## src/design/riscv_csr_pkg.sv

```systemverilog
//----------------------------------------------------------------------
// architectural definitions for the machine-mode CSR file of an RV64 core
// holds CSR addresses, privilege levels, cause codes and write masks
// imported by every RTL module of the CSR file
//----------------------------------------------------------------------
package riscv_csr_pkg;

    // data path and address widths
    localparam int XLEN       = 64;
    localparam int CSR_ADDR_W = 12;

    // only machine and user mode are implemented
    typedef enum logic [1:0] {
        PRIV_LVL_U = 2'b00,
        PRIV_LVL_M = 2'b11
    } priv_lvl_t;

    //------------------------------------------------------------------
    // CSR address map
    //------------------------------------------------------------------
    // bits 9:8 of an address give the lowest privilege allowed to access it
    typedef enum logic [CSR_ADDR_W-1:0] {
        CSR_MSTATUS  = 12'h300,
        CSR_MISA     = 12'h301,
        CSR_MIE      = 12'h304,
        CSR_MTVEC    = 12'h305,
        CSR_MSCRATCH = 12'h340,
        CSR_MEPC     = 12'h341,
        CSR_MCAUSE   = 12'h342,
        CSR_MTVAL    = 12'h343,
        // user level counters, read only
        CSR_CYCLE    = 12'hC00,
        CSR_INSTRET  = 12'hC02
    } csr_addr_e;

    //------------------------------------------------------------------
    // write masks and constants
    //------------------------------------------------------------------
    // mie (bit 3), mpie (bit 7), mpp (bits 12:11)
    localparam logic [XLEN-1:0] MSTATUS_MASK = 64'h0000_0000_0000_1888;
    // user software, timer and external interrupt enables stay zero
    localparam logic [XLEN-1:0] MIE_MASK     = 64'hFFFF_FFFF_FFFF_FEEE;
    // MXL = 64 bit, extensions A, I, M and U
    localparam logic [XLEN-1:0] ISA_CODE     = 64'h8000_0000_0010_1101;

    // exception cause codes
    localparam logic [XLEN-1:0] ILLEGAL_INSTR = 64'd2;

    // mstatus layout, fields outside the mask read as zero
    typedef struct packed {
        logic [63:13] wpri3;
        priv_lvl_t    mpp;
        logic [10:8]  wpri2;
        logic         mpie;
        logic [6:4]   wpri1;
        logic         mie;
        logic [2:0]   wpri0;
    } mstatus_t;

endpackage

```

## src/design/csr_core_pkg.sv

```systemverilog
//----------------------------------------------------------------------
// port definitions between the core pipeline and the CSR file
// operation codes plus request, response, exception and trap structs
//----------------------------------------------------------------------
package csr_core_pkg;

    // operation presented by the core together with the CSR address
    typedef enum logic [2:0] {
        CSR_NONE  = 3'd0,
        CSR_READ  = 3'd1,
        CSR_WRITE = 3'd2,
        CSR_SET   = 3'd3,
        CSR_CLEAR = 3'd4,
        MRET      = 3'd5
    } csr_op_e;

    // one request per cycle, always accepted
    typedef struct packed {
        csr_op_e                              op;
        logic [riscv_csr_pkg::CSR_ADDR_W-1:0] addr;
        logic [riscv_csr_pkg::XLEN-1:0]       wdata;
    } csr_req_t;

    // exception as reported by the commit stage or raised by the CSR file
    typedef struct packed {
        logic                           valid;
        logic [riscv_csr_pkg::XLEN-1:0] cause;
        logic [riscv_csr_pkg::XLEN-1:0] tval;
    } exception_t;

    // same cycle answer to a request
    typedef struct packed {
        logic [riscv_csr_pkg::XLEN-1:0] rdata;
        exception_t                     exception;
    } csr_rsp_t;

    //------------------------------------------------------------------
    // toward PC generation
    //------------------------------------------------------------------
    typedef struct packed {
        // return from trap, jump to epc
        logic                           eret;
        logic [riscv_csr_pkg::XLEN-1:0] epc;
        // base of the trap handler
        logic [riscv_csr_pkg::XLEN-1:0] trap_vector_base;
    } trap_ctrl_t;

endpackage

```

## src/design/csr_access.sv

```systemverilog
//----------------------------------------------------------------------
// read multiplexer and access checks of the CSR file
// raises an illegal instruction for unknown, read-only or privileged
// addresses and only lets a clean write through to the register state
//----------------------------------------------------------------------
`timescale 1ns/1ps

module csr_access (
    input  logic [riscv_csr_pkg::CSR_ADDR_W-1:0] addr_i,
    input  logic                                 read_i,
    input  logic                                 write_i,
    input  riscv_csr_pkg::priv_lvl_t             priv_lvl_i,
    // register views
    input  riscv_csr_pkg::mstatus_t              mstatus_i,
    input  logic [riscv_csr_pkg::XLEN-1:0]       mie_i,
    input  logic [riscv_csr_pkg::XLEN-1:0]       mtvec_i,
    input  logic [riscv_csr_pkg::XLEN-1:0]       mscratch_i,
    input  logic [riscv_csr_pkg::XLEN-1:0]       mepc_i,
    input  logic [riscv_csr_pkg::XLEN-1:0]       mcause_i,
    input  logic [riscv_csr_pkg::XLEN-1:0]       mtval_i,
    input  logic [riscv_csr_pkg::XLEN-1:0]       cycle_i,
    input  logic [riscv_csr_pkg::XLEN-1:0]       instret_i,
    output logic [riscv_csr_pkg::XLEN-1:0]       rdata_o,
    output csr_core_pkg::exception_t             exception_o,
    output logic                                 write_en_o
);
    import riscv_csr_pkg::*;

    logic known;
    logic read_only;
    logic priv_fail;
    logic illegal;

    //------------------------------------------------------------------
    // read data and address decode
    //------------------------------------------------------------------
    always_comb begin
        rdata_o   = '0;
        known     = 1'b1;
        read_only = 1'b0;
        case (csr_addr_e'(addr_i))
            CSR_MSTATUS:  rdata_o = mstatus_i;
            // misa is a constant, writes are not allowed
            CSR_MISA: begin
                rdata_o   = ISA_CODE;
                read_only = 1'b1;
            end
            CSR_MIE:      rdata_o = mie_i;
            CSR_MTVEC:    rdata_o = mtvec_i;
            CSR_MSCRATCH: rdata_o = mscratch_i;
            CSR_MEPC:     rdata_o = mepc_i;
            CSR_MCAUSE:   rdata_o = mcause_i;
            CSR_MTVAL:    rdata_o = mtval_i;
            CSR_CYCLE: begin
                rdata_o   = cycle_i;
                read_only = 1'b1;
            end
            CSR_INSTRET: begin
                rdata_o   = instret_i;
                read_only = 1'b1;
            end
            default:      known = 1'b0;
        endcase
    end

    //------------------------------------------------------------------
    // exception
    //------------------------------------------------------------------
    // address bits 9:8 hold the lowest level allowed to touch the CSR
    assign priv_fail = addr_i[9:8] > priv_lvl_i;

    // only an actual read or write can fault, mret and idle never do
    assign illegal = (read_i | write_i) & (~known | priv_fail | (write_i & read_only));

    assign exception_o.valid = illegal;
    assign exception_o.cause = illegal ? ILLEGAL_INSTR : '0;
    // tval is filled in by the commit stage
    assign exception_o.tval  = '0;

    // state update only for a write that passed every check
    assign write_en_o = write_i & ~illegal;

endmodule

```

## config.mk

```make
export PLATFORM = sky130hd
export DESIGN_NAME = csr_access
export DESIGN_NICKNAME = d
export VERILOG_FILES = /design/src/design/riscv_csr_pkg.sv /design/src/design/csr_core_pkg.sv /design/src/design/csr_access.sv
export SDC_FILE = /design/constraint.sdc
export NUM_CORES = 1
export LEC_CHECK = 0
export BUFFER_PORTS_ARGS = -buffer_cell sky130_fd_sc_hd__buf_4
export CAP_MARGIN = 20
export CORE_AREA = 2 2 305 307
export DETAILED_ROUTE_END_ITERATION = 16
export DIE_AREA = 0 0 307 309
export GPL_TIMING_DRIVEN = 0
export PLACE_DENSITY_LB_ADDON = 0.1
export SLEW_MARGIN = 20
export SYNTH_ARGS = -nofsm -noshare
export SYNTH_HDL_FRONTEND = slang
export SYNTH_SLANG_ARGS = --single-unit
```

## constraint.sdc

```tcl
create_clock -name vclk -period 1.5
set_input_delay 0.15 -clock vclk [all_inputs]
set_output_delay 0.15 -clock vclk [all_outputs]
set_load 0.03 [all_outputs]
```

======== Word-level counts from Yosys, hierarchy flattened ========
Index checks and enable logic that the tools add are counted.
cells by class
  equal/unequal tests ..................... 10
  muxes and demuxes ....................... 4
  bitwise gates (word level) .............. 8
  reduce and logical (&&, ||, !) cells .... 2
  $lt $le $gt $ge ......................... 1
operator list
  cell                  count
  $pmux 64 s10          1
  $eq 12x10->1 const B  8
  $eq 12x12->1 const B  2
  $reduce_or 10->1      1
  $and 1x1->1           3
  $or 1x1->1            3
  $reduce_or 3->1       1
  $gt 2x2->1            1
  $mux 1                2
  $mux 2                1
  $not 1->1             2
word-level totals
  logic and storage cells ................. 25
  register bits ........................... 0
  output and inout bits ................... 194
  input port bits ......................... 592

======== Longest topological paths before layout ========
  depth in word-level cells ............... 9
  depth in mapped cells ................... 8
  mapped depth without buffers ............ 7

======== Worst setup path before layout ========
OpenSTA, ideal clock, no wires.
  path type ............................... input to output
  start point ............................. input addr_i[0] (netlist name)
  end point ............................... output rdata_o[10] (netlist name)
  cell stages on the path ................. 5
  slack ................................... -0.324 ns
  path buffers ............................ 2
  data arrival time ....................... 1.674 ns
  data required time ...................... 1.350 ns
  path through ............................ buf_2 -> nor3_1 -> nand3_1 -> clkbuf_1 -> o2111ai_1
between the ends
  word-level cells in the longest chain between the ends .. 2
  elaborated cells on any way between the ends .. 11
  those cells by class .................... eq/ne (10); mux (1)
ends and longest elaborated chain
  element                                       line              text
  from (decl)                                   csr_access.sv:9   input logic [riscv_csr_pkg::CSR_ADDR_W-1:0] addr_i,
  $eq 12x12->1 or $eq 12x10->1 (tied branches)  csr_access.sv:41  case (csr_addr_e'(addr_i))
  $pmux 64 s10 (*)                              csr_access.sv:41
  to (decl)                                     csr_access.sv:23  output logic [riscv_csr_pkg::XLEN-1:0] rdata_o,
Every way passes the cells marked *; elsewhere a longest branch is shown, timed or not.

======== Final worst setup path ========
  start point ............................. input addr_i[9] (netlist name)
  end point ............................... output rdata_o[12] (netlist name)
The elaborated chain is that of the path after synthesis.

==> implementation parameters <==
Parameter                              Value

Cells and area
  Area taken by flip-flops and latches ... 0 um^2
  Number of clock buffers in the layout ... 0
  Final instance area ... 15800 um^2
  Synth-to-layout area growth ... 207%
  Number of inserted diodes ... 0
  Net total in the final layout ... approximately 2200
  Fraction of layout cells with a size suffix above 1 ... 75.8%
  Count of sequential standard cells ... 0

Power
  Power density over the cells ... 183 nW/um^2
  Standby leakage power ... 7.56 nW
  Power Total ... 2.89 mW
  Peak ir drop on the vdd network ... 0.0000940 V

Detailed routing
  DRC errors left ... 0
  Number of vias in the routed layout ... 9142
  Number of DRC markers after the initial detailed-route iteration ... 500
  Drt via density ... around 3.3
  Final wirelength ... 74600 um
  Final antenna-violating net count ... 0
  WL per Instance ... between 20 and 30 um
  First-pass detailed-route iteration total ... 9

Critical path
  CP Capture Point ... rdata_o[12]
  Crit path kind ... input port to output port
  Largest fanout on the critical path ... 5
  Cells along the critical path ... buf_8, and4bb_4, nand2_4, nor3_4, buf_16, buf_12, a222oi_1, nand3_2, buf_8
  Critical Path AT ... 2.00 ns
  Maximum single-stage delay on the critical path ... 0.55 ns
  Type of destination of the critical path ... output port
  Beginning of the critical path ... addr_i[9]
  Endpoint required time on the critical path ... between 1 and 1.5 ns
  Type of origin of the critical path ... input port
  Most frequent cell on the critical path ... buf_8
  Master of the slowest instance on the critical path ... a222oi_1

Logic synthesis
  Avg Cell Area, Syn ... roughly 7.3 um^2
  Synth top area cells ... buf_4, mux2i_1, a22oi_1, mux2_2, a222oi_1
  Warning count from the yosys run ... 0
  Synth cell types ... 45
  Netlist area before placement ... 5140 um^2
  Sequential-to-total area share from yosys stat ... 0%
  Largest area contributor in the synthesized netlist ... buf_4
  Synth Instances ... 703
  Area fraction of the dominant cell type after synthesis ... 20.3%

Die
  Chip height ... about 300 um
  Number of rows created at floorplan ... 111
  Starting density of the core ... 5.63%
  Top-level port count ... ~790
  Placeable core area ... 91400 um^2
  DIE WIDTH ... ~310 um
  Die outline area ... 94900 um^2

Placement
  Weighted congestion at the end of routability-driven global placement ... approximately 0.75
  Area after DPL ... 12600 um^2
  Buffers on Ports ... 658
  HPWL after detailed placement ... between 60000 and 70000 um

Global routing
  Vias in the first global route ... 10000
  Largest net degree at the start of global routing ... 11
  Wire length of the first global-routing pass ... 92600 um
  Global route overflow ... 0
  Initial antenna violation count ... 5
  GRT Total Usage ... approximately 15%

Job
  Number of maximum-capacitance violations ... 0

Clocking
  Hold buffer count at cts ... 0

Timing
  Portion of the clock cycle consumed by the worst path in the final layout ... 143%
  Min setup slack post-route ... -0.645 ns
  Max-Slew Margin vs Limit ... 43.1%
  Setup repair after global routing missed its margin ... yes
  Hold Fails Final Rpt ... 0
  Final count of pins violating max slew ... 0
  Setup Viol. Count Final ... 67
  Pin slew with the least headroom to its limit ... around 0.85 ns
  Maximum achievable frequency ... approximately 0.47 GHz
  Hold Worst Slack ... around 0.62 ns
  Period minus WS final ... 2.15 ns

Run status
  Failing checks ... negative setup slack
  Status ... finished with violations

Hold path
  HP Class ... input port to output port
  Hold Path Cell Cnt ... 4
## worst max-delay path, delay by kind of cell
family	cells	cell delay, ns
buf+inv	4	0.59
simple gates	4	0.68
compound gates	1	0.55
## cell type report
type,instances,area [um^2]
fill,10400,75600
timing repair buffer,782,6840
multi-input combinational,639,5590
buffer,182,1860
tap,1186,1480
inverter,3,11.3
## cells in the final DEF (no fill, tap or decap), types with 11 or more instances in the layout
cell | synthesis | layout
a22oi_1 | 84 | 48
a22oi_2 | 0 | 36
a222oi_1 | 47 | 47
nor2_4 | 3 | 11
nor2_1 | 47 | 38
a21oi_4 | 0 | 12
buf_4 | 139 | 778
a21oi_2 | 0 | 12
buf_8 | 0 | 33
buf_16 | 0 | 14
buf_6 | 0 | 89
mux2i_1 | 68 | 66
conb_1 | 1 | 127
nand3_2 | 0 | 43
nand2_2 | 2 | 15
buf_12 | 0 | 39
mux2_2 | 55 | 54
a21oi_1 | 48 | 24
## logic make-up (layout without fill, tap and decap cells)
family          Yosys count  in the layout  synth area share, %
compound gates          223            223                 32.1
fa+ha+maj                 2              2                0.486
buf+inv                 190            967                 24.8
other cells               1            127               0.0729
simple gates            163            163                 16.8
mux                     124            124                 25.7
## cells in the mapped netlist, types with 2 or more instances
master     instances
buf_4            139
a22oi_1           84
mux2i_1           68
nand3_1           56
mux2_2            55
a21oi_1           48
a222oi_1          47
nor2_1            47
buf_2             34
nand2_1           28
o22ai_1           18
clkbuf_1          11
o2111ai_1          5
o21ai_0            5
a221oi_1           4
nor3_1             4
o22a_1             4
and2_1             3
buf_1              3
inv_1              3
nor2_4             3
o31ai_1            3
a32oi_1            2
ha_1               2
nand2_2            2
nand4_1            2
nor2_2             2
nor2b_1            2
nor4_2             2
nor4_4             2
## worst min path at each step
stage                        endpoint  slack [ns]           start
final                      rdata_o[4]        0.62   mscratch_i[4]
after global routing       rdata_o[4]        0.63   mscratch_i[4]
after CTS                  rdata_o[4]        0.62   mscratch_i[4]
after detailed placement  rdata_o[49]        0.64    mcause_i[49]
after global placement    rdata_o[49]        0.64    mcause_i[49]
after floorplan           rdata_o[61]        0.45  mscratch_i[61]
## through the flow
step	setup TNS, ns	worst slack (ns)	utilization, %	std cells
2_1_floorplan	-3.12	-0.0811	-	829
3_3_place_gp	-119.39	-2.11	13.8	2673
3_5_place_dp	-97.68	-2.10	13.8	2676
4_1_cts	-36.04	-0.693	16.9	2783
5_1_grt	-38.32	-0.687	17.3	2792
6_report	-32.05	-0.645	17.3	2792
## report_power, final
part | switching (mW) | total (mW) | leakage [nW] | internal (mW)
Sequential | 0 | 0 | 0 | 0
Combinational | 1.27 | 2.89 | 7.56 | 1.62
Clock | 0 | 0 | 0 | 0
Total | 1.27 | 2.89 | 7.56 | 1.62
## timing repair
item                                    in CTS  in global routing
setup buffers                               99                 14
endpoints found under the setup margin      67                 67
gates cloned                                10                  2
gates resized for setup                    404                 59
pin swaps                                  106                 50
## metal layers
metal / GRT usage [%] / vias up / routed length, um
met5: 0 / - / 23
met4: 1.99 / 4 / 1370
met3: 2.74 / 42 / 4570
met2: 28.0 / 501 / 39000
met1: 17.0 / 4247 / 29700
li1: - / 4348 / -
No activity file was read; power rests on OpenSTA's default activity.
