===== src/design/riscv_csr_pkg.sv =====
//----------------------------------------------------------------------
// architectural definitions for the machine-mode CSR file of an RV64 core
// holds CSR addresses, privilege levels, cause codes and write masks
// imported by every RTL module of the CSR file
//----------------------------------------------------------------------
package riscv_csr_pkg;

    // data path and address widths
    localparam int XLEN       = 64;
    localparam int CSR_ADDR_W = 12;

    // only machine and user mode are implemented
    typedef enum logic [1:0] {
        PRIV_LVL_U = 2'b00,
        PRIV_LVL_M = 2'b11
    } priv_lvl_t;

    //------------------------------------------------------------------
    // CSR address map
    //------------------------------------------------------------------
    // bits 9:8 of an address give the lowest privilege allowed to access it
    typedef enum logic [CSR_ADDR_W-1:0] {
        CSR_MSTATUS  = 12'h300,
        CSR_MISA     = 12'h301,
        CSR_MIE      = 12'h304,
        CSR_MTVEC    = 12'h305,
        CSR_MSCRATCH = 12'h340,
        CSR_MEPC     = 12'h341,
        CSR_MCAUSE   = 12'h342,
        CSR_MTVAL    = 12'h343,
        // user level counters, read only
        CSR_CYCLE    = 12'hC00,
        CSR_INSTRET  = 12'hC02
    } csr_addr_e;

    //------------------------------------------------------------------
    // write masks and constants
    //------------------------------------------------------------------
    // mie (bit 3), mpie (bit 7), mpp (bits 12:11)
    localparam logic [XLEN-1:0] MSTATUS_MASK = 64'h0000_0000_0000_1888;
    // user software, timer and external interrupt enables stay zero
    localparam logic [XLEN-1:0] MIE_MASK     = 64'hFFFF_FFFF_FFFF_FEEE;
    // MXL = 64 bit, extensions A, I, M and U
    localparam logic [XLEN-1:0] ISA_CODE     = 64'h8000_0000_0010_1101;

    // exception cause codes
    localparam logic [XLEN-1:0] ILLEGAL_INSTR = 64'd2;

    // mstatus layout, fields outside the mask read as zero
    typedef struct packed {
        logic [63:13] wpri3;
        priv_lvl_t    mpp;
        logic [10:8]  wpri2;
        logic         mpie;
        logic [6:4]   wpri1;
        logic         mie;
        logic [2:0]   wpri0;
    } mstatus_t;

endpackage


===== src/design/csr_core_pkg.sv =====
//----------------------------------------------------------------------
// port definitions between the core pipeline and the CSR file
// operation codes plus request, response, exception and trap structs
//----------------------------------------------------------------------
package csr_core_pkg;

    // operation presented by the core together with the CSR address
    typedef enum logic [2:0] {
        CSR_NONE  = 3'd0,
        CSR_READ  = 3'd1,
        CSR_WRITE = 3'd2,
        CSR_SET   = 3'd3,
        CSR_CLEAR = 3'd4,
        MRET      = 3'd5
    } csr_op_e;

    // one request per cycle, always accepted
    typedef struct packed {
        csr_op_e                              op;
        logic [riscv_csr_pkg::CSR_ADDR_W-1:0] addr;
        logic [riscv_csr_pkg::XLEN-1:0]       wdata;
    } csr_req_t;

    // exception as reported by the commit stage or raised by the CSR file
    typedef struct packed {
        logic                           valid;
        logic [riscv_csr_pkg::XLEN-1:0] cause;
        logic [riscv_csr_pkg::XLEN-1:0] tval;
    } exception_t;

    // same cycle answer to a request
    typedef struct packed {
        logic [riscv_csr_pkg::XLEN-1:0] rdata;
        exception_t                     exception;
    } csr_rsp_t;

    //------------------------------------------------------------------
    // toward PC generation
    //------------------------------------------------------------------
    typedef struct packed {
        // return from trap, jump to epc
        logic                           eret;
        logic [riscv_csr_pkg::XLEN-1:0] epc;
        // base of the trap handler
        logic [riscv_csr_pkg::XLEN-1:0] trap_vector_base;
    } trap_ctrl_t;

endpackage


===== src/design/csr_op_decode.sv =====
//----------------------------------------------------------------------
// decodes the CSR operation into read, write and mret intent
// forms the final write data for set and clear from the current value
//----------------------------------------------------------------------
`timescale 1ns/1ps

module csr_op_decode (
    input  csr_core_pkg::csr_op_e            op_i,
    input  logic [riscv_csr_pkg::XLEN-1:0]   wdata_i,
    // current value of the addressed CSR
    input  logic [riscv_csr_pkg::XLEN-1:0]   rdata_i,
    output logic                             read_o,
    output logic                             write_o,
    output logic                             mret_o,
    output logic [riscv_csr_pkg::XLEN-1:0]   wdata_o
);
    import csr_core_pkg::*;

    always_comb begin
        // no access unless the op asks for one
        read_o  = 1'b0;
        write_o = 1'b0;
        mret_o  = 1'b0;
        wdata_o = wdata_i;
        case (op_i)
            CSR_READ: begin
                read_o = 1'b1;
            end
            CSR_WRITE: begin
                read_o  = 1'b1;
                write_o = 1'b1;
            end
            // read-modify-write, bits of wdata_i select what changes
            CSR_SET: begin
                read_o  = 1'b1;
                write_o = 1'b1;
                wdata_o = wdata_i | rdata_i;
            end
            CSR_CLEAR: begin
                read_o  = 1'b1;
                write_o = 1'b1;
                wdata_o = rdata_i & ~wdata_i;
            end
            // return from trap has no CSR side effect
            MRET: begin
                mret_o = 1'b1;
            end
            default: begin
                read_o  = 1'b0;
                write_o = 1'b0;
            end
        endcase
    end

endmodule


===== config.mk =====
export PLATFORM = sky130hd
export DESIGN_NAME = csr_op_decode
export DESIGN_NICKNAME = d
export VERILOG_FILES = /design/src/design/riscv_csr_pkg.sv /design/src/design/csr_core_pkg.sv /design/src/design/csr_op_decode.sv
export SDC_FILE = /design/constraint.sdc
export NUM_CORES = 1
export LEC_CHECK = 0
export BUFFER_PORTS_ARGS = -buffer_cell sky130_fd_sc_hd__buf_4
export CAP_MARGIN = 20
export CORE_ASPECT_RATIO = 1.75
export CORE_MARGIN = 2
export CORE_UTILIZATION = 35
export DETAILED_ROUTE_END_ITERATION = 10
export PLACE_DENSITY = 0.75
export SETUP_SLACK_MARGIN = 0.02
export SYNTH_ARGS = -nofsm -noshare
export SYNTH_HDL_FRONTEND = slang
export SYNTH_SLANG_ARGS = --single-unit

===== constraint.sdc =====
create_clock -name vclk -period 1.7
set_input_delay 0.085 -clock vclk [all_inputs]
set_output_delay 0.085 -clock vclk [all_outputs]
set_load 0.1 [all_outputs]

# Yosys cells after proc, flatten, opt, wreduce, memory -nomap -nowiden
# Index checks and enable logic that the tools add are counted.
# op_classes
multipliers,0
n_mux,4
n_reduce_logical,2
n_shift,0
n_lt_le_gt_ge,0
div_mod_pow,0
bitwise,3
n_eq_ne,5
n_addsub,0
# op_table
operator,n
case mux 64 bit (2 select lines),1
bitwise AND 64 bit,1
NOT 64 bit,1
OR 64 bit,1
== test 3 x 2 -> 1 bit (second input constant),2
== test 3 bit (second input constant),2
OR reduction 4 bit,1
== test 3 x 1 -> 1 bit (second input constant),1
two-way mux 1 bit,3
OR reduction 3 bit,1
# totals
word_cells,14
mem_count,0
rom_bits,0
ram_bits,0
input_bits,131
out_inout_bits,67
register_bits,0
latchBits,0

# Depth between registers and ports, before layout
# Gate-level depths: netlist of the first run.
# depth
depth_word,3
ltp_mapped,5
mapped_depth_nobuf,2

# Worst setup path before layout of the first run
# No wires, ideal clock.
# synth_timing
path_type,input -> output
start,in op_i[0]
end,out wdata_o[49] (netlist bit)
stages,4
path_slack_ns,-0.745
arrival_ns,2.360
required_time_ns,1.615
path_cell_list,buf_6 or3b_4 clkbuf_1 o221ai_1
# synth_between
elab_chain_len,2
# synth_lines
element,line,text
start: declaration,csr_op_decode.sv:8,"input csr_core_pkg::csr_op_e op_i,"
== test 3 bit / == test 3 x 2 -> 1 bit (equally long branches),csr_op_decode.sv:25,case (op_i)
case mux 64 bit (2 select lines) (*),csr_op_decode.sv:25,
end: declaration,csr_op_decode.sv:15,output logic [riscv_csr_pkg::XLEN-1:0] wdata_o
# Mark *: on every way between the ends. The rest lies on a longest branch, timed or not.

# Worst setup path in the final report of the first run
# layout_timing
start,in op_i[1]
end,out wdata_o[8] (netlist bit)
# Same word-level chain as after synthesis.

==> results of run 1 <==
==> layout make-up <==
type | instances | area (um2) | share of cell area
repair buffers | 210 | 1660 | 0.360
inverters | 1 | 3.75 | 0.000817
multi-input cells | 261 | 2840 | 0.617
well taps | 80 | 100 | 0.0218
==> routing by layer <==
layer | share of wire | vias up | routed length, um
li1 | - | 1614 | -
met1 | 0.35 | 1539 | 3390
met2 | 0.54 | 148 | 5220
met3 | 0.067 | 30 | 645
met4 | 0.044 | 0 | 421
met5 | 0 | - | 0
==> through the flow <==
stage	setup slack, ns	area, um2
floorplan	-0.267	3060
global placement	0.239	4600
detailed placement	0.225	4600
CTS	0.222	4600
global route	0.143	4600
finish	0.193	4600
==> logic make-up (layout without fill, tap and decap cells) <==
group,after synthesis,in the layout,share of synthesized area
xor gates and xnor gates,1,1,0.00391
AOI/OAI and AO/OA,193,193,0.710
buffers and inverters,43,211,0.0977
and+or+nand+nor,67,67,0.188
==> power by group through the flow <==
stage               Sequential, mW  Combinational (mW)  Clock, mW
floorplan                        0                1.82          0
global placement                 0                2.37          0
finish                           0                2.40          0
global route                     0                2.50          0
detailed placement               0                2.41          0
CTS                              0                2.41          0
==> worst paths after layout <==
| check | cells past startpoint | endpoint | startpoint |
|---|---|---|---|
| setup / recovery | 5 | wdata_o[8] | op_i[1] |
| hold / removal | 4 | wdata_o[49] | wdata_i[49] |
==> worst max-delay path, cell delays in order <==
cell      delay, ns
buf_4          0.10
buf_12         0.36
a31oi_1        0.24
o221ai_4       0.22
buf_4          0.32
==> layout by cell type (no fill, tap or decap) <==
cell type  netlist  routed
and3_1           1       1
o21ai_0         50      50
o221ai_4         0      63
buf_12           0       6
inv_2            1       1
o221ai_2        49       1
buf_6            7       1
or3b_4           1       1
o21ai_2          0       1
a31oi_1         64      64
xnor2_2          0       1
nor2_1           1       1
o21ai_1         15      14
buf_4            0     203
nand2b_1        64      64
==> metrics.txt, run 1 <==
vias per inst=6.03; NetSw=1.67 mW; M2 GR Usage=0.490; drt drc=0; unrepaired setup endpoints after global routing=no; Flop pwr share=0; met3 GRT Util=0.0430; Tmin final=1.51 ns; cts hold-fix bufs=0; clock share of power=0; RD Place Congestion=0.817; Synth-to-Final Area Change=105%; IO buf count=198; drt pass-1 iters=4; post-layout util=0.744; peak supply drop=0.000319 V; Antenna Cells=0; Max Clk Rate=663 MHz; largest net degree at the start of global routing=131; die area=7090 um2; combinational power share=1.000; top post-synthesis cells by area=o221ai_2 33%, a31oi_1 18%, nand2b_1 18%; I/O pin cnt=198; Inst Count DP=552; crit path DAT=1.42 ns; post-DP HPWL=7.60 mm; busiest grt layer=met2; Leak Pwr=1.58 nW; Min Hold Slack=0.664 ns; top-area cell type share of the netlist area=0.328; Syn Area/Cell=7.38 um2; FFs & Latches=0; sequential area share after synthesis=0; Post-Route WL=9.68 mm; CLK BUF=0; Slew HR=0.648; Congestion Overflow GR=0; Sw Ratio=0.696; total power=2.40 mW; Mapped Nets=435; measured slew at the worst slew-check pin=0.528 ns; Die W=64.5 um; met1 Use GR=0.285; Synth Warn #=0; Synth top cells by count=64 x a31oi_1, 64 x nand2b_1, 50 x o21ai_0; Register Area=0 um2; final worst path period share=0.887; Filler cells=509; Synth area leader=o221ai_2; setup_tns=0 ns; crit path kind=in2out; initial antenna violation count=0; first-pass GRT wire length=15.2 mm; Wirelength per Cell=17.5 um; HP Class=in2out; Rows=38; outcome=completed; remaining antenna violation count=0; NumNets Final=605; Int Power=0.731 mW; pins over their slew limit=0; Non-Filler Instances=552; worst-path fanout max=130; startpoint types=input port; GR Util All Layers=0.258; die height=110 um; Post-Syn Area=2240 um2; post-synth cell types=15; core area=6180 um2; element type at the critical path end=output port; Starting Density=0.363; initial drt markers=203; max cap viols=0; final setup vio count=0; Post-CTS Setup Bufs=0; PD cells=523 nW/um2; number of global-route vias before repair=3339; Synth Instances=304; final count of hold timing violations=0; post-cts repair resize count=0; Crit path required time=1.62 ns; ratio of cells with drive above 1 in the final layout=0.589; Vias=3331
Note: power is estimated with default switching activity, not from simulation.
==> run 2, diff against run 1 <==
==> constraint.sdc (replaced) <==
create_clock -name vclk -period 1.75
set_input_delay 0.0875 -clock vclk [all_inputs]
set_output_delay 0.0875 -clock vclk [all_outputs]
set_load 0.1 [all_outputs]
==> run 2 against run 1 <==
Compared with the run above:
- clock-buffer cell count is the same
- combinational power shrank 5%
- sequential share of layout area is the same
- critical path depth is the same
- utilization shrank 2.2 points
- first-iteration DRC count shrank 10%
- via count shrank 0.12%
- total power shrank 4.8%
- flip-flop and latch count is the same
- die area is the same
- final area shrank 3.0%
- critical endpoint is now wdata_o[52]
- largest power group unchanged
==> metrics.txt, run 2 (synthesis results as in run 1) <==
final count of hold timing violations=0 (unchanged); Register Area=0 um2 (unchanged); drt drc=0 (unchanged); placement-stage cell area=4460 um2 (-3.0%); Antenna Cells=0 (unchanged); IO buf count=198 (unchanged); Rows=38 (unchanged); first-pass GRT wire length=14.3 mm (-5.7%); GR Util All Layers=0.241 (-0.0165); final setup vio count=0 (unchanged); Design Area, Final=4460 um2 (-3.0%); pre-CTS setup slack=0.234 ns (+0.00920 ns); drt pass-1 iters=4 (unchanged); CP bufs+invs=3 (unchanged); NumNets Final=599 (-0.99%); Top cell by count, worst path=buf_4; final worst path period share=0.870; die area=7090 um2 (unchanged); delay-heaviest family, CP=buffers and inverters; Crit path required time=1.66 ns (+0.04 ns); remaining antenna violation count=0 (unchanged); PD cells=513 nW/um2 (-1.9%); commonest non-fill, non-tap cell in the layout=buf_4; FFs & Latches=0 (unchanged); Synth-to-Final Area Change=98.8%; post-cts repair resize count=0 (unchanged); post-layout util=0.721 (-0.0225); Non-Filler Instances=546 (-1.1%); I/O pin cnt=198 (unchanged); Max Clk Rate=657 MHz; Filler cells=504 (-0.98%); vias per inst=6.09 (+0.98%); outcome=completed; most frequent cells in the layout=198 x buf_4, 64 x a31oi_1, 64 x nand2b_1; Die W=64.5 um (unchanged); total power=2.29 mW (-4.8%); max cap viols=0 (unchanged); element type at the critical path end=output port; Inst Count DP=546 (-1.1%); CLK BUF=0 (unchanged); CP Cell Sequence=buf_4 -> or3b_4 -> buf_12 -> o221ai_1 -> buf_4; Congestion Overflow GR=0 (unchanged); worst-path fanout max=38 (-71%); RD Place Congestion=0.778 (-4.8%); Post-CTS Setup Bufs=0 (unchanged); setup_tns=0 ns (unchanged); crit path DAT=1.43 ns (about the same); crit path kind=in2out; post-DP HPWL=6.85 mm (-9.9%); Min Hold Slack=0.668 ns (+0.00340 ns); largest net degree at the start of global routing=131 (unchanged); Leak Pwr=1.54 nW (-2.6%); Post-Route WL=9.14 mm (-5.6%); startpoint types=input port; Final WS setup=0.228 ns (+0.0349 ns); multi-input logic area=2760 um2 (-2.9%); pins over their slew limit=0 (unchanged); initial antenna violation count=0 (unchanged); Tmin final=1.52 ns; ratio of cells with drive above 1 in the final layout=0.575 (-0.0139); crit-path max cell delay=0.43 ns (+0.07 ns); measured slew at the worst slew-check pin=0.755 ns (+0.227 ns); Wirelength per Cell=16.7 um (-4.5%); Vias=3327 (-0.12%); peak supply drop=0.000354 V (+11%); cts hold-fix bufs=0 (unchanged); core area=6180 um2 (unchanged); Starting Density=0.363 (unchanged); CP max-delay cell=or3b_4; initial drt markers=182 (-10%); HP Class=in2out; Slew HR=0.497 (-0.151); die height=110 um (unchanged); number of global-route vias before repair=3078 (-7.8%); unrepaired setup endpoints after global routing=no
[run 2: cell types whose count changed in the layout (fill, tap and decap cells not counted)]
cell and change:
buf_4 -5, o221ai_4 -5, o221ai_1 +4, buf_12 -1, o221ai_2 +1
[run 2: cell type report]
cell class,instances,area share
Inverter,1,0.000842
Multi-Input combinational cell,261,0.618
Tap cell,80,0.0225
Timing Repair Buffer,204,0.358
[run 2: final timing paths]
check             cells past startpoint  slack, ns   startpoint     endpoint
hold / removal                        4       0.67  wdata_i[51]  wdata_o[51]
setup / recovery                      5       0.23      op_i[0]  wdata_o[52]
[run 2: where the power goes]
part | internal [mW] | total, mW | switching, mW
clock | 0 | 0 | 0
combinational | 0.686 | 2.29 | 1.60
sequential | 0 | 0 | 0
total | 0.686 | 2.29 | 1.60
[run 2: layer usage]
| metal | vias up | track usage | routed length (um) | part of all wire |
|---|---|---|---|---|
| met2 | 135 | 0.437 | 4890 | 0.53 |
| met1 | 1564 | 0.294 | 3390 | 0.37 |
| met3 | 18 | 0.0430 | 606 | 0.066 |
| li1 | 1610 | - | - | - |
| met5 | - | 0 | 0 | 0 |
| met4 | 0 | 0.0532 | 251 | 0.027 |
==> run 3, diff against run 2 <==
--- a/config.mk
+++ b/config.mk
@@ -12,7 +12,9 @@
 export CORE_UTILIZATION = 35
 export DETAILED_ROUTE_END_ITERATION = 10
 export PLACE_DENSITY = 0.75
+export REMOVE_ABC_BUFFERS = 1
 export SETUP_SLACK_MARGIN = 0.02
+export SKIP_LAST_GASP = 1
 export SYNTH_ARGS = -nofsm -noshare
 export SYNTH_HDL_FRONTEND = slang
 export SYNTH_SLANG_ARGS = --single-unit
==> constraint.sdc (replaced) <==
create_clock -name vclk -period 1.8
set_input_delay 0.09 -clock vclk [all_inputs]
set_output_delay 0.09 -clock vclk [all_outputs]
set_load 0.1 [all_outputs]
==> run 3 against run 2 <==
Compared with the run above:
- final area is 17% lower
- worst setup slack gained 0.038 ns
- cell count unchanged
- die area unchanged
- critical endpoint is now wdata_o[48]
- largest power group unchanged
==> metrics.txt, run 3 (synthesis results as in run 1) <==
outcome=completed; Max Clk Rate=652 MHz; met3 GRT Util=0.0246 (-0.0184); placement-stage cell area=3720 um2 (-17%); FFs & Latches=0 (unchanged); Crit path required time=1.71 ns (+0.05 ns); Post-Route WL=8.79 mm (-3.9%); Register Area=0 um2 (unchanged); crit-path max cell delay=0.50 ns (+0.07 ns); Die W=64.5 um (unchanged); CP max-delay cell=or3b_4; RD Place Congestion=0.867 (+11%); CLK BUF=0 (unchanged); PD cells=531 nW/um2 (+3.5%); commonest non-fill, non-tap cell in the layout=buf_4; unrepaired setup endpoints after global routing=no; final setup vio count=0 (unchanged); GR Util All Layers=0.224 (-0.0176); met1 Use GR=0.262 (-0.0316); Wirelength per Cell=16.1 um (-3.9%); ratio of cells with drive above 1 in the final layout=0.547 (-0.0279); drt pass-1 iters=4 (unchanged); IO buf count=198 (unchanged); vias per inst=5.97 (-2.0%); Synth-to-Final Area Change=66.0%; largest net degree at the start of global routing=131 (unchanged); pre-CTS setup slack=0.270 ns (+0.0365 ns); Tmin final=1.53 ns; Design Area, Final=3720 um2 (-17%); Inst Count DP=546 (unchanged); multi-input logic area=2020 um2 (-27%); worst-path fanout max=11 (-71%); Starting Density=0.363 (unchanged); first-pass GRT wire length=13.4 mm (-6.8%); post-cts repair resize count=0 (unchanged); crit path kind=in2out; Congestion Overflow GR=0 (unchanged); Worst setup startpoint=op_i[0]; Post-CTS Setup Bufs=0 (unchanged); M2 GR Usage=0.411 (-0.0253); pins over their slew limit=0 (unchanged); Top cell by count, worst path=buf_4; Vias=3260 (-2.0%); peak supply drop=0.000318 V (-10%); drt drc=0 (unchanged); die area=7090 um2 (unchanged); final worst path period share=0.852; total power=1.98 mW (-14%); hold path startpoint=wdata_i[62]; die height=110 um (unchanged); measured slew at the worst slew-check pin=0.493 ns (-0.261 ns); max cap viols=0 (unchanged); remaining antenna violation count=0 (unchanged); CP bufs+invs=3 (unchanged); CP Cell Sequence=buf_4 -> or3b_4 -> buf_4 -> o221ai_1 -> buf_4; post-layout util=0.602 (-0.119); Rows=38 (unchanged); busiest grt layer=met2; I/O pin cnt=198 (unchanged); initial drt markers=269 (+48%); most frequent cells in the layout=199 x buf_4, 64 x a31oi_1, 64 x nand2b_1; Antenna Cells=0 (unchanged); NumNets Final=599 (unchanged); Slew HR=0.671 (+0.174); Final WS setup=0.266 ns (+0.0379 ns); startpoint types=input port; Filler cells=585 (+16%); post-DP HPWL=6.51 mm (-5.1%); HP Class=in2out; final count of hold timing violations=0 (unchanged); Non-Filler Instances=546 (unchanged); core area=6180 um2 (unchanged); crit path DAT=1.44 ns (about the same); delay-heaviest family, CP=buffers and inverters; cts hold-fix bufs=0 (unchanged); element type at the critical path end=output port; Leak Pwr=1.45 nW (-5.5%); initial antenna violation count=0 (unchanged); number of global-route vias before repair=2889 (-6.1%)
[run 3: cell counts in the layout (fill, tap and decap cells not counted)]
No cell type changed its count.
[run 3: worst paths after layout]
kind	end	slack, ns	depth (start not counted)
hold / removal	wdata_o[62]	0.67	4
setup / recovery	wdata_o[48]	0.27	5
[run 3: per-layer routing]
| metal | share of wire | vias up |
|---|---|---|
| li1 | - | 1596 |
| met1 | 0.37 | 1512 |
| met2 | 0.54 | 122 |
| met3 | 0.049 | 30 |
| met4 | 0.044 | 0 |
| met5 | 0 | - |
[run 3: report_power, final]
group	leakage [nW]	internal (mW)	switching, mW	total (mW)
Combinational	1.45	0.558	1.42	1.98
Sequential	0	0	0	0
Clock	0	0	0	0
[run 3: layout make-up]
| type | instances | area share |
|---|---|---|
| repair buffers | 204 | 0.428 |
| well taps | 80 | 0.0269 |
| inverters | 1 | 0.00101 |
| multi-input cells | 261 | 0.544 |
[run 3: metrics by stage]
step | setup TNS (ns) | hold WS (ns)
finish | 0 | 0.674
global placement | 0 | 0.665
CTS | 0 | 0.676
detailed placement | 0 | 0.673
global route | 0 | 0.689
floorplan | -15.32 | 0.634
[run 3: worst min-delay path: cells and delay by family]
kind                   cells  cell delay (ns)
buffers and inverters      2             0.38
AOI/OAI and AO/OA          2             0.11
