<file path="src/design/riscv_csr_pkg.sv">
//----------------------------------------------------------------------
// architectural definitions for the machine-mode CSR file of an RV64 core
// holds CSR addresses, privilege levels, cause codes and write masks
// imported by every RTL module of the CSR file
//----------------------------------------------------------------------
package riscv_csr_pkg;

    // data path and address widths
    localparam int XLEN       = 64;
    localparam int CSR_ADDR_W = 12;

    // only machine and user mode are implemented
    typedef enum logic [1:0] {
        PRIV_LVL_U = 2'b00,
        PRIV_LVL_M = 2'b11
    } priv_lvl_t;

    //------------------------------------------------------------------
    // CSR address map
    //------------------------------------------------------------------
    // bits 9:8 of an address give the lowest privilege allowed to access it
    typedef enum logic [CSR_ADDR_W-1:0] {
        CSR_MSTATUS  = 12'h300,
        CSR_MISA     = 12'h301,
        CSR_MIE      = 12'h304,
        CSR_MTVEC    = 12'h305,
        CSR_MSCRATCH = 12'h340,
        CSR_MEPC     = 12'h341,
        CSR_MCAUSE   = 12'h342,
        CSR_MTVAL    = 12'h343,
        // user level counters, read only
        CSR_CYCLE    = 12'hC00,
        CSR_INSTRET  = 12'hC02
    } csr_addr_e;

    //------------------------------------------------------------------
    // write masks and constants
    //------------------------------------------------------------------
    // mie (bit 3), mpie (bit 7), mpp (bits 12:11)
    localparam logic [XLEN-1:0] MSTATUS_MASK = 64'h0000_0000_0000_1888;
    // user software, timer and external interrupt enables stay zero
    localparam logic [XLEN-1:0] MIE_MASK     = 64'hFFFF_FFFF_FFFF_FEEE;
    // MXL = 64 bit, extensions A, I, M and U
    localparam logic [XLEN-1:0] ISA_CODE     = 64'h8000_0000_0010_1101;

    // exception cause codes
    localparam logic [XLEN-1:0] ILLEGAL_INSTR = 64'd2;

    // mstatus layout, fields outside the mask read as zero
    typedef struct packed {
        logic [63:13] wpri3;
        priv_lvl_t    mpp;
        logic [10:8]  wpri2;
        logic         mpie;
        logic [6:4]   wpri1;
        logic         mie;
        logic [2:0]   wpri0;
    } mstatus_t;

endpackage

</file>
<file path="src/design/csr_counters.sv">
//----------------------------------------------------------------------
// cycle and retired instruction counters, read only through the CSR file
//----------------------------------------------------------------------
`timescale 1ns/1ps

module csr_counters (
    input  logic                           clk_i,
    input  logic                           rst_ni,
    // one pulse per retired instruction
    input  logic                           commit_ack_i,
    output logic [riscv_csr_pkg::XLEN-1:0] cycle_o,
    output logic [riscv_csr_pkg::XLEN-1:0] instret_o
);

    logic [riscv_csr_pkg::XLEN-1:0] cycle_q;
    logic [riscv_csr_pkg::XLEN-1:0] instret_q;

    always_ff @(posedge clk_i or negedge rst_ni) begin
        if (!rst_ni) begin
            cycle_q   <= '0;
            instret_q <= '0;
        end else begin
            // free running
            cycle_q <= cycle_q + 1'b1;
            if (commit_ack_i) begin
                instret_q <= instret_q + 1'b1;
            end
        end
    end

    assign cycle_o   = cycle_q;
    assign instret_o = instret_q;

endmodule

</file>
<file path="config.mk">
export PLATFORM = sky130hd
export DESIGN_NAME = csr_counters
export DESIGN_NICKNAME = d
export VERILOG_FILES = /design/src/design/riscv_csr_pkg.sv /design/src/design/csr_counters.sv
export SDC_FILE = /design/constraint.sdc
export NUM_CORES = 1
export LEC_CHECK = 0
export ABC_CLOCK_PERIOD_IN_PS = 2500
export BUFFER_PORTS_ARGS = -buffer_cell sky130_fd_sc_hd__buf_2
export CELL_PAD_IN_SITES_DETAIL_PLACEMENT = 1
export CELL_PAD_IN_SITES_GLOBAL_PLACEMENT = 2
export CORE_MARGIN = 2
export CORE_UTILIZATION = 34
export CTS_CLUSTER_DIAMETER = 120
export DETAILED_ROUTE_END_ITERATION = 12
export PLACE_DENSITY_LB_ADDON = 0.05
export SYNTH_ARGS = -nofsm -noshare
export SYNTH_HDL_FRONTEND = slang
export SYNTH_SLANG_ARGS = --single-unit
</file>
<file path="constraint.sdc">
create_clock -name clk_i -period 2.5 [get_ports clk_i]
set_input_delay 0.25 -clock clk_i [delete_from_list [all_inputs] [get_ports clk_i]]
set_output_delay 0.25 -clock clk_i [all_outputs]
set_load 0.02 [all_outputs]
</file>
### Word level (Yosys, flattened, before mapping)

Cells that the tools add are included.

| cells by class | value |
|---|---|
| $add $sub $neg | 2 |

Operator list:

| cell | number |
|---|---|
| $add 64x1->64 const B | 2 |

| word-level totals | value |
|---|---|
| flip-flop bits (word level) | 128 |
| bits of input ports | 3 |
| output and inout bits | 128 |
| logic and storage cells | 4 |

### Logic depth before layout (Yosys ltp)

Gate-level depths: netlist of run 1.

| depth | value |
|---|---|
| depth in word-level cells | 1 |
| mapped depth | 7 |
| depth with buffers taken out | 6 |

### Worst setup path after synthesis of run 1

OpenSTA, ideal clock, no wires.

| path | value |
|---|---|
| kind | register to register |
| from | register instret_q, in the netlist instret_o[36] |
| to | register instret_q, in the netlist instret_o[59] |
| library setup time | 0.080 ns |
| arrival time | 2.040 ns |
| required time | 2.420 ns |
| setup slack | 0.380 ns |
| cell stages (with the launch flop) | 6 |
| period minus slack after synthesis | 2.120 ns |
| path through | dfrtp_1 -> nand3_2 -> or4_4 -> or4_4 -> nor4_2 -> xor2_1 |

| on the way | value |
|---|---|
| longest elaborated chain between the ends | 1 |

Ends and longest elaborated chain:

| element | RTL line | source |
|---|---|---|
| from (decl) | csr_counters.sv:16 | `logic [riscv_csr_pkg::XLEN-1:0] instret_q;` |
| from (signal assigned) | csr_counters.sv:26 | `instret_q <= instret_q + 1'b1;` |
| $add 64x1->64 | csr_counters.sv:26 |  |

No other way between the ends.
A chain may end at the register's enable or synchronous reset.

### Worst setup path in the final report of run 1

| path | value |
|---|---|
| from | register instret_q, in the netlist instret_o[0] |
| to | register instret_q, in the netlist instret_o[60] |

The elaborated chain is that of the path after synthesis.

==> results.toml, run 1 <==
[worst_hold_path]
hold_end = "instret_o[0]"
min_path_type = "in -> reg"
hold_start = "commit_ack_i"
hold_path_depth = 2

[critical_path]
endpoint_kind = "register"
path_max_fanout = 4
crit_required_ns = 2.78
rrSetupSlack_ns = 0.34
start_kind = "register"
reg2reg_to = "instret_o[60]"
rr_startpoint = "instret_o[0]"
rr_worst_depth = 6
timing.critical_path.from = "instret_o[0]"
arrival_ns = 2.44
path_class = "reg -> reg"

[power]
finalPower_mw = 4.931
vdd_ir_drop_max_v = 0.0004908
leakage_nw = 3.774
combPwrFrac = 0.057
power_frac_seq = 0.448
power.switching_mw = 1.116
internal-power_mw = 3.815
p_per_area_mw_per_mm2 = 654.3
netSwitchingFraction = 0.2263
clkPwrFrac = 0.495

[timing]
fmax_mhz = 462.3
worst_pin_slew_ns = 0.8026
rsz0062_at_grt = "no"
max_slew_margin = 0.4649
fin_crit_sh = 0.8653
period_needed_ns = 2.163
setup_slack_ns = 0.3368
setup_tns_ns = 0
finalClockSkew_ns = 0.006978
hold_viol_final = 0
final_max_slew_viol_count = 0
setup_violations = 0

[synth]
syn_area_sq_mm = 0.005902
syn-instance-count = 546
yosysWarnings = 0
yosys.cell_types.count = 28
synth_nets = 551
synth.ff_latch_count = 128
ys_seq_area_frac = 0.5427
avgSynthCellArea_sq_um = 10.81

[layout]
fill_cells = 1950
diodes = 0
areaGrowthSynthToFinish_pct = 27.69
nets = 706
finalInstanceArea_sq_mm = 0.007536
drive_above_1_share = 0.2669
fin_cells = 937

[floorplanning]
row_count = 48
die_area_sq_mm = 0.01843
start_util = 0.3448
die_w_um = 135.8
core_sq_mm = 0.01712
fp.dieH_um = 135.8
ioPinCount = 131

[route]
drcViolationCount = 0
vias = 4640
drt-wirelength-per-cell_um = 16.60
vias_per_cell = 4.952
ant_nets = 0
routed_wl_mm = 15.56
firstDrtPassIters = 5
drt_iter0_markers = 160

[clock_network]
cts_resized = 0
hold_buffers = 1
insertion_delay_ns = 0.41
cts_buffers = 17
clock_path_buffers = 2
clk_pin_slew_worst_paths_ns = 0.05
cts_tree = "yes"
cts_root_buffer = "clkbuf_16"
htree_levels = 4
clock-sinks = 128
cts_setup_buffers = 0

[placed_design]
dpl.cell_count = 906
port_buffers = 130
gp_congestion = 0.7666
post_dp_cell_area_sq_mm = 0.006944
dpl.hpwl_mm = 11.66
dp_slack_ns = 0.3683

[global_route]
grt_pass1_vias = 4760
grt_pass1_wl_mm = 25.35
grt_usage = 0.1777
grt_overflow = 0
antenna_found_initial = 0
grt_max_degree = 59

[outcome]
status = "finished clean"

[job]
drv_cap = 0
-- stage by stage --
step | utilization | hold slack [ns]
after floorplan | - | -0.04559
after global placement | 0.4057 | 0.3764
after detailed placement | 0.4057 | 0.3790
after CTS | 0.4403 | 0.07377
after global routing | 0.4403 | 0.09182
final | 0.4403 | 0.08766
-- registers in the layout, summed over array words and instances (netlist names) --
name,count
instret_o,64
cycle_o,64
-- area by class of cell --
class / instances / area (sq um) / area share
flip-flops and latches: 128 / 3203 / 0.4250
repair buffers: 148 / 815.8 / 0.1083
well taps: 225 / 281.5 / 0.03736
inverters: 12 / 45.04 / 0.005977
multi-input cells: 394 / 2609 / 0.3462
clock buffers: 24 / 501.7 / 0.06658
clock inverters: 6 / 80.08 / 0.01063
-- power groups by stage --
stage | clock (mW) | combinational [mW] | sequential (mW)
5_1_grt | 2.59 | 0.310 | 2.22
3_5_place_dp | 0 | 0.289 | 2.24
4_1_cts | 2.50 | 0.291 | 2.21
6_report | 2.44 | 0.282 | 2.21
3_3_place_gp | 0 | 0.283 | 2.24
2_1_floorplan | 0 | 0.0833 | 2.29
-- cell usage after synthesis, drive strengths merged --
library cell | count | area, sq um
and2 | 7 | 43.79
and3 | 14 | 87.58
and4 | 16 | 140.1
clkbuf | 12 | 45.04
dfrtp | 128 | 3203
ha | 2 | 25.02
inv | 12 | 45.04
mux2 | 1 | 11.26
nand2 | 55 | 206.5
nand2b | 1 | 6.260
nand3 | 46 | 235.2
nand4 | 41 | 256.5
nand4b | 1 | 8.760
nor2 | 26 | 97.59
nor3 | 25 | 135.1
nor4 | 22 | 177.7
o21ai | 1 | 5.000
or2 | 5 | 31.28
or3 | 4 | 25.02
or4 | 3 | 30.03
xnor2 | 74 | 648.1
xor2 | 50 | 437.9
-- worst max-delay path by stage --
| stage | depth (start not counted) | slack, ns | to |
|---|---|---|---|
| 5_1_grt | 6 | 0.15 | instret_o[59] |
| 4_1_cts | 5 | 0.35 | instret_o[63] |
| 2_1_floorplan | 5 | 0.38 | instret_o[59] |
| 3_3_place_gp | 5 | 0.40 | instret_o[57] |
| 3_5_place_dp | 5 | 0.37 | instret_o[63] |
| 6_report | 6 | 0.34 | instret_o[60] |
-- critical path, cell delays in order (launching register included) --
cell     delay (ns)
dfrtp_1        0.41
ha_1           0.21
and4_1         0.26
and4_1         0.28
nand4_1        0.25
nor4_1         0.50
xor2_1         0.11
-- cell families after synthesis --
| group | count (synthesis) | share of synthesized area |
|---|---|---|
| AND/OR/NAND/NOR | 266 | 0.2510 |
| flip-flops | 128 | 0.5427 |
| XOR/XNOR | 124 | 0.1840 |
| buffers and inverters | 24 | 0.01526 |
| adder cells (fa/ha/maj) | 2 | 0.004239 |
| AO/OA/AOI/OAI | 1 | 0.0008472 |
| multiplexers | 1 | 0.001908 |
-- metal layers --
| metal | routed length [um] | share of wire | up-vias | GRT usage |
|---|---|---|---|---|
| li1 | - | - | 2213 | - |
| met1 | 7610 | 0.49 | 2323 | 0.2501 |
| met2 | 7017 | 0.45 | 89 | 0.2685 |
| met3 | 750 | 0.048 | 15 | 0.04901 |
| met4 | 181 | 0.012 | 0 | 0.05093 |
| met5 | 0 | 0 | - | 0 |
-- cell usage in the layout, fill, tap and decap left out, drive strengths merged, types with 4 or more instances in the layout --
cell type,netlist,layout
dfrtp,128,128
nor3,25,25
nor4,22,22
inv,12,12
and3,14,14
nand4,41,41
nand2,55,55
buf,0,147
xnor2,74,74
or2,5,5
and4,16,16
xor2,50,50
nand3,46,46
clkinv,0,4
nor2,26,26
clkbuf,12,24
and2,7,7
or3,4,4
No activity file was read; power rests on OpenSTA's default activity.
==> run 2: changes to the inputs <==
- ABC_AREA: default -> 1
- CORE_UTILIZATION: 34 -> 33
- CTS_BUF_LIST: default -> sky130_fd_sc_hd__clkbuf_8
==> run 2 against run 1 <==
Compared with the run above:
- final cell count rose by 51%
- utilization down 3.6 points
- final area up 17%
- critical path depth grew 1
- non-clock buffer count down 13
- clock power is 18% lower
- via count up 47%
- largest cell class is now multi-input gates
- largest power group is now registers
==> results.toml, run 2 <==
[timing]
fmax_mhz = 491.4
finalClockSkew_ns = 0.01841
period_needed_ns = 2.035
max_slew_margin = 0.6152
rsz0062_at_grt = "no"
hold_viol_final = 0
setup_violations = 0
worst_pin_slew_ns = 0.5772
fin_crit_sh = 0.8140
final_max_slew_viol_count = 0
setup_tns_ns = 0

[route]
vias = 6810
vias_per_cell = 4.803
drt_iter0_markers = 313
drt-wirelength-per-cell_um = 18.80
ant_nets = 0
firstDrtPassIters = 4
drcViolationCount = 0
routed_wl_mm = 26.65

[floorplanning]
die_w_um = 153.4
fp.dieH_um = 153.4
ioPinCount = 131
die_area_sq_mm = 0.02354
core_sq_mm = 0.02189
start_util = 0.3366
row_count = 54

[clock_network]
cts_buffers = 17
clock_path_buffers = 2
clock-sinks = 128
hold_buffers = 1
insertion_delay_ns = 0.46
clk_pin_slew_worst_paths_ns = 0.10
htree_levels = 4
cts_tree = "yes"
cts_resized = 0
cts_root_buffer = "clkbuf_8"
cts_setup_buffers = 0

[layout]
drive_above_1_share = 0.2012
diodes = 0
areaGrowthSynthToFinish_pct = 20.14
final_common_cell = "nand2_1"
layout_common_cells = "nand2_1, nor2_1, buf_2, dfrtp_1, inv_1"
nets = 1130
fin_cells = 1418

[synth]
synth_top_flop_cell = "dfrtp_1"
synth-edff-count = 0
yosysWarnings = 0
syn-instance-count = 972
synth_top_area_frac = 0.4346
async_flop_share = 1.000
ys_seq_area_frac = 0.4346
synth_area_leaders = "dfrtp_1, nand2_1, nor2_1"
ys_top_cells_by_count = "nand2_1, nor2_1, dfrtp_1"
avgSynthCellArea_sq_um = 7.582
yosys.cell_types.count = 25
syn_area_sq_mm = 0.007370
post-synth-top-count-cell = "nand2_1"
synth_nets = 977
synth.ff_latch_count = 128
yosys.area.top_type = "dfrtp_1"

[power]
leakage_nw = 4.136
p_per_area_mw_per_mm2 = 506.1
vdd_ir_drop_max_v = 0.0003327

[critical_path]
endpoint_kind = "register"
start_kind = "register"
path_cells = "ha_1 -> inv_2 -> nor2_4 -> nand2_2 -> nor2_1 -> nand3_1 -> xor2_1"
path_class = "reg -> reg"
crit_required_ns = 2.85
arrival_ns = 2.39
cp_slowest_cell = "dfrtp_1"
path_max_fanout = 6
cp_slowest_stage_delay_ns = 0.46

[placed_design]
port_buffers = 130
gp_congestion = 0.8268
dpl.hpwl_mm = 21.78
dpl.cell_count = 1385

[global_route]
antenna_found_initial = 0
grt_max_degree = 55
grt_overflow = 0
grt_usage = 0.2326
grt_pass1_vias = 7365
grt_pass1_wl_mm = 41.88

[worst_hold_path]
min_path_type = "in -> reg"

[outcome]
status = "finished clean"

[job]
drv_cap = 0
[run 2: cell count changes in the layout (fill, tap and decap cells not counted), moves of 16 or more]
cell       previous run  this run
nand2_1              55       272
nor2_1               26       157
inv_1                12       103
xnor2_1              74        41
nor2_2                0        22
clkbuf_16            17         0
nor4_1               17         0
and4_1               16         0
[run 2: cell type report]
class	instances	area (sq um)
fillers	2780	13040
multi-input cells	731	3741
flip-flops and latches	128	3203
repair buffers	135	721.9
inverters	112	420.4
well taps	280	350.3
clock buffers	17	234.0
clock inverters	15	182.7
[run 2: stage by stage]
step	hold slack [ns]	area, sq um	worst slack, ns	util	power (mW)
3_5_place_dp	0.2775	8427	0.4028	0.3849	2.543
3_3_place_gp	0.2717	8427	0.3575	0.3849	2.541
2_1_floorplan	-0.04559	7370	0.7877	-	2.388
4_1_cts	0.1433	8853	0.3966	0.4044	4.554
6_report	0.1663	8853	0.4650	0.4044	4.481
5_1_grt	0.1676	8853	0.3042	0.4044	4.663
[run 2: worst max-delay path, delay by kind of cell (launching register included)]
family,cells,cell delay (ns)
flops,1,0.46
xor+xnor,1,0.17
buf+inv,1,0.12
simple gates,4,0.83
fa+ha+maj,1,0.36
[run 2: routing by layer]
metal  up-vias  GRT usage  wire, um
met1      3323     0.2836     11660
met5         -          0         0
li1       3364          -         -
met3        17    0.03204       699
met2       106     0.4354     14070
met4         0    0.04937       220
[run 2: path summary, 6_finish.rpt]
kind                                   start      endpoint  slack, ns  cells past startpoint
worst max-delay path              cycle_o[0]   cycle_o[48]       0.47                      7
worst min-delay path            commit_ack_i  instret_o[1]       0.17                      3
worst max register to register    cycle_o[0]   cycle_o[48]       0.47                      7
worst min register to register  instret_o[6]  instret_o[6]       0.51                      1
max in group asynchronous             rst_ni   cycle_o[26]       1.48                      3
min in group asynchronous             rst_ni  instret_o[9]       0.34                      2
[run 2: logic make-up after synthesis]
group | synth area share
buffers and inverters | 0.05772
DFF | 0.4346
AOI/OAI and AO/OA | 0.004753
and+or+nand+nor | 0.3830
xor gates and xnor gates | 0.1165
adders and majority gates | 0.003395
[run 2: power breakdown]
group	switching, mW	total, mW	internal, mW
sequential	0.0690	2.19	2.12
clock	0.989	1.99	0.999
combinational	0.207	0.303	0.0962
total	1.26	4.48	3.22
==> run 3: changes to the inputs <==
- ABC_AREA: 1 -> 0
- ABC_CLOCK_PERIOD_IN_PS: 2500 -> 2000
- CORE_UTILIZATION: 33 -> 36
- clock period: 2.5 -> 2 ns (I/O delays scaled with it)
==> run 3 against run 2 <==
Compared with the run above:
- largest cell class is now registers
- final cell count fell by 30%
- register-to-register slack got worse by 0.44 ns
- highest routed layer unchanged
- non-clock buffer count rose by 78
- first-iteration DRC count fell by 56%
- sequential share of layout area rose by 3.9 points
==> results.toml, run 3 (synthesis gave the netlist of run 1 again) <==
[clock_network]
cts_root_buffer = "clkbuf_8"
clock_path_buffers = 2
clk_pin_slew_worst_paths_ns = 0.07
clock-sinks = 128
insertion_delay_ns = 0.45
cts_buffers = 17
htree_levels = 4
cts_tree = "yes"

[global_route]
grt_pass1_vias = 5270
grt_overflow = 0
grt_max_degree = 43
grt_usage = 0.1939
antenna_found_initial = 0
grt_pass1_wl_mm = 27.09

[timing]
final_max_slew_viol_count = 0
fmax_mhz = 506.0
finalClockSkew_ns = 0.009292
max_slew_margin = 0.5914
whs_ns = 0.2991
fin_crit_sh = 0.9881
worst_pin_slew_ns = 0.6130
period_needed_ns = 1.976
hold_viol_final = 0
setup_violations = 0
rsz0062_at_grt = "yes"

[route]
drt_iter0_markers = 138
vias_per_cell = 4.998
vias = 4973
drcViolationCount = 0
firstDrtPassIters = 4
routed_wl_mm = 16.37
ant_nets = 0
drt-wirelength-per-cell_um = 16.45

[job]
drv_cap = 0

[placed_design]
dpl.hpwl_mm = 12.36
gp_congestion = 0.7630
post_dp_cell_area_sq_mm = 0.007383
port_buffers = 130

[layout]
nets = 771
areaGrowthSynthToFinish_pct = 35.96
multi_input_area_sq_mm = 0.002749
drive_above_1_share = 0.3671
fill_cells = 1846
layout_common_cells = "buf_2, dfrtp_1, buf_4, xnor2_1, nand2_1"
ff_latch_area_sq_mm = 0.003217
finalInstanceArea_sq_mm = 0.008024
final_common_cell = "buf_2"
fin_util = 0.5033
diodes = 0

[power]
p_per_area_mw_per_mm2 = 690.5
vdd_ir_drop_max_v = 0.0005628
leakage_nw = 4.114

[floorplanning]
fp.dieH_um = 132.0
die_area_sq_mm = 0.01743
core_sq_mm = 0.01594
die_w_um = 132.0
start_util = 0.3702
ioPinCount = 131
row_count = 46

[critical_path]
path_class = "reg -> reg"
start_kind = "register"
arrival_ns = 2.34
crit_required_ns = 2.37
path_max_fanout = 5
endpoint_kind = "register"

[outcome]
status = "finished clean"

[worst_hold_path]
min_path_type = "in -> async"
run 3: changes by cell type in the layout (fill, tap and decap cells not counted), sizes merged, moves of 6 or more:
cell   previous run  this run
and3              0        14
and4              0        16
buf             134       211
inv             115        14
nand2           285        55
nand3            59        46
nor2            188        26
nor3             43        25
nor4              0        22
o21ai             7         1
xnor2            41        74
xor2             57        50
run 3: through the flow:
| stage | setup WS (ns) | power [mW] | setup TNS [ns] | std cells |
|---|---|---|---|---|
| floorplan | -0.03563 | 2.976 | -0.2132 | 546 |
| global placement | 0.03611 | 3.174 | 0 | 952 |
| detailed placement | -0.1013 | 3.200 | -0.2374 | 952 |
| CTS | -0.01503 | 5.613 | -0.02277 | 987 |
| global route | -0.07718 | 5.773 | -0.4298 | 995 |
| finish | 0.02385 | 5.541 | 0 | 995 |
run 3: final timing paths:
kind                               startpoint            end  slack, ns  depth (start not counted)
worst min register to register  instret_o[63]  instret_o[63]       0.47                          1
worst min-delay path                   rst_ni    cycle_o[58]       0.30                          2
worst max register to register  instret_o[27]  instret_o[57]       0.02                          5
min in group clk_i              instret_o[63]  instret_o[63]       0.47                          1
worst max-delay path            instret_o[27]  instret_o[57]       0.02                          5
max in group asynchronous              rst_ni     cycle_o[6]       1.07                          3
run 3: power breakdown:
part / internal, mW / total (mW) / switching (mW)
clock: 1.37 / 2.39 / 1.03
combinational: 0.163 / 0.412 / 0.249
sequential: 2.66 / 2.74 / 0.0760
total: 4.19 / 5.54 / 1.35
run 3: cell type report:
type	instances	area share
well taps	216	0.03368
clock buffers	18	0.03087
multi-input cells	394	0.3426
clock inverters	14	0.02152
flip-flops and latches	128	0.4009
repair buffers	213	0.1648
inverters	12	0.005614
run 3: what timing repair did:
| action | CTS | global route |
|---|---|---|
| gates resized for setup | 2 | 24 |
| setup buffers | 1 | 8 |
| hold endpoints to repair | 40 | 0 |
| hold buffers | 2 | 0 |
| setup endpoints to repair | 4 | 43 |
| pin swaps | 1 | 12 |
run 3: layer usage:
| metal | global-route usage | wire length, um |
|---|---|---|
| met1 | 0.2478 | 7374 |
| met2 | 0.3157 | 7834 |
| met3 | 0.04767 | 774 |
| met4 | 0.07971 | 385 |
| met5 | 0 | 0 |
run 3: worst max-delay path, stage by stage (launching register included):
cell,delay (ns)
dfrtp_1,0.40
nand4_1,0.18
or2_2,0.35
or4_4,0.60
nor4_4,0.17
xor2_1,0.18
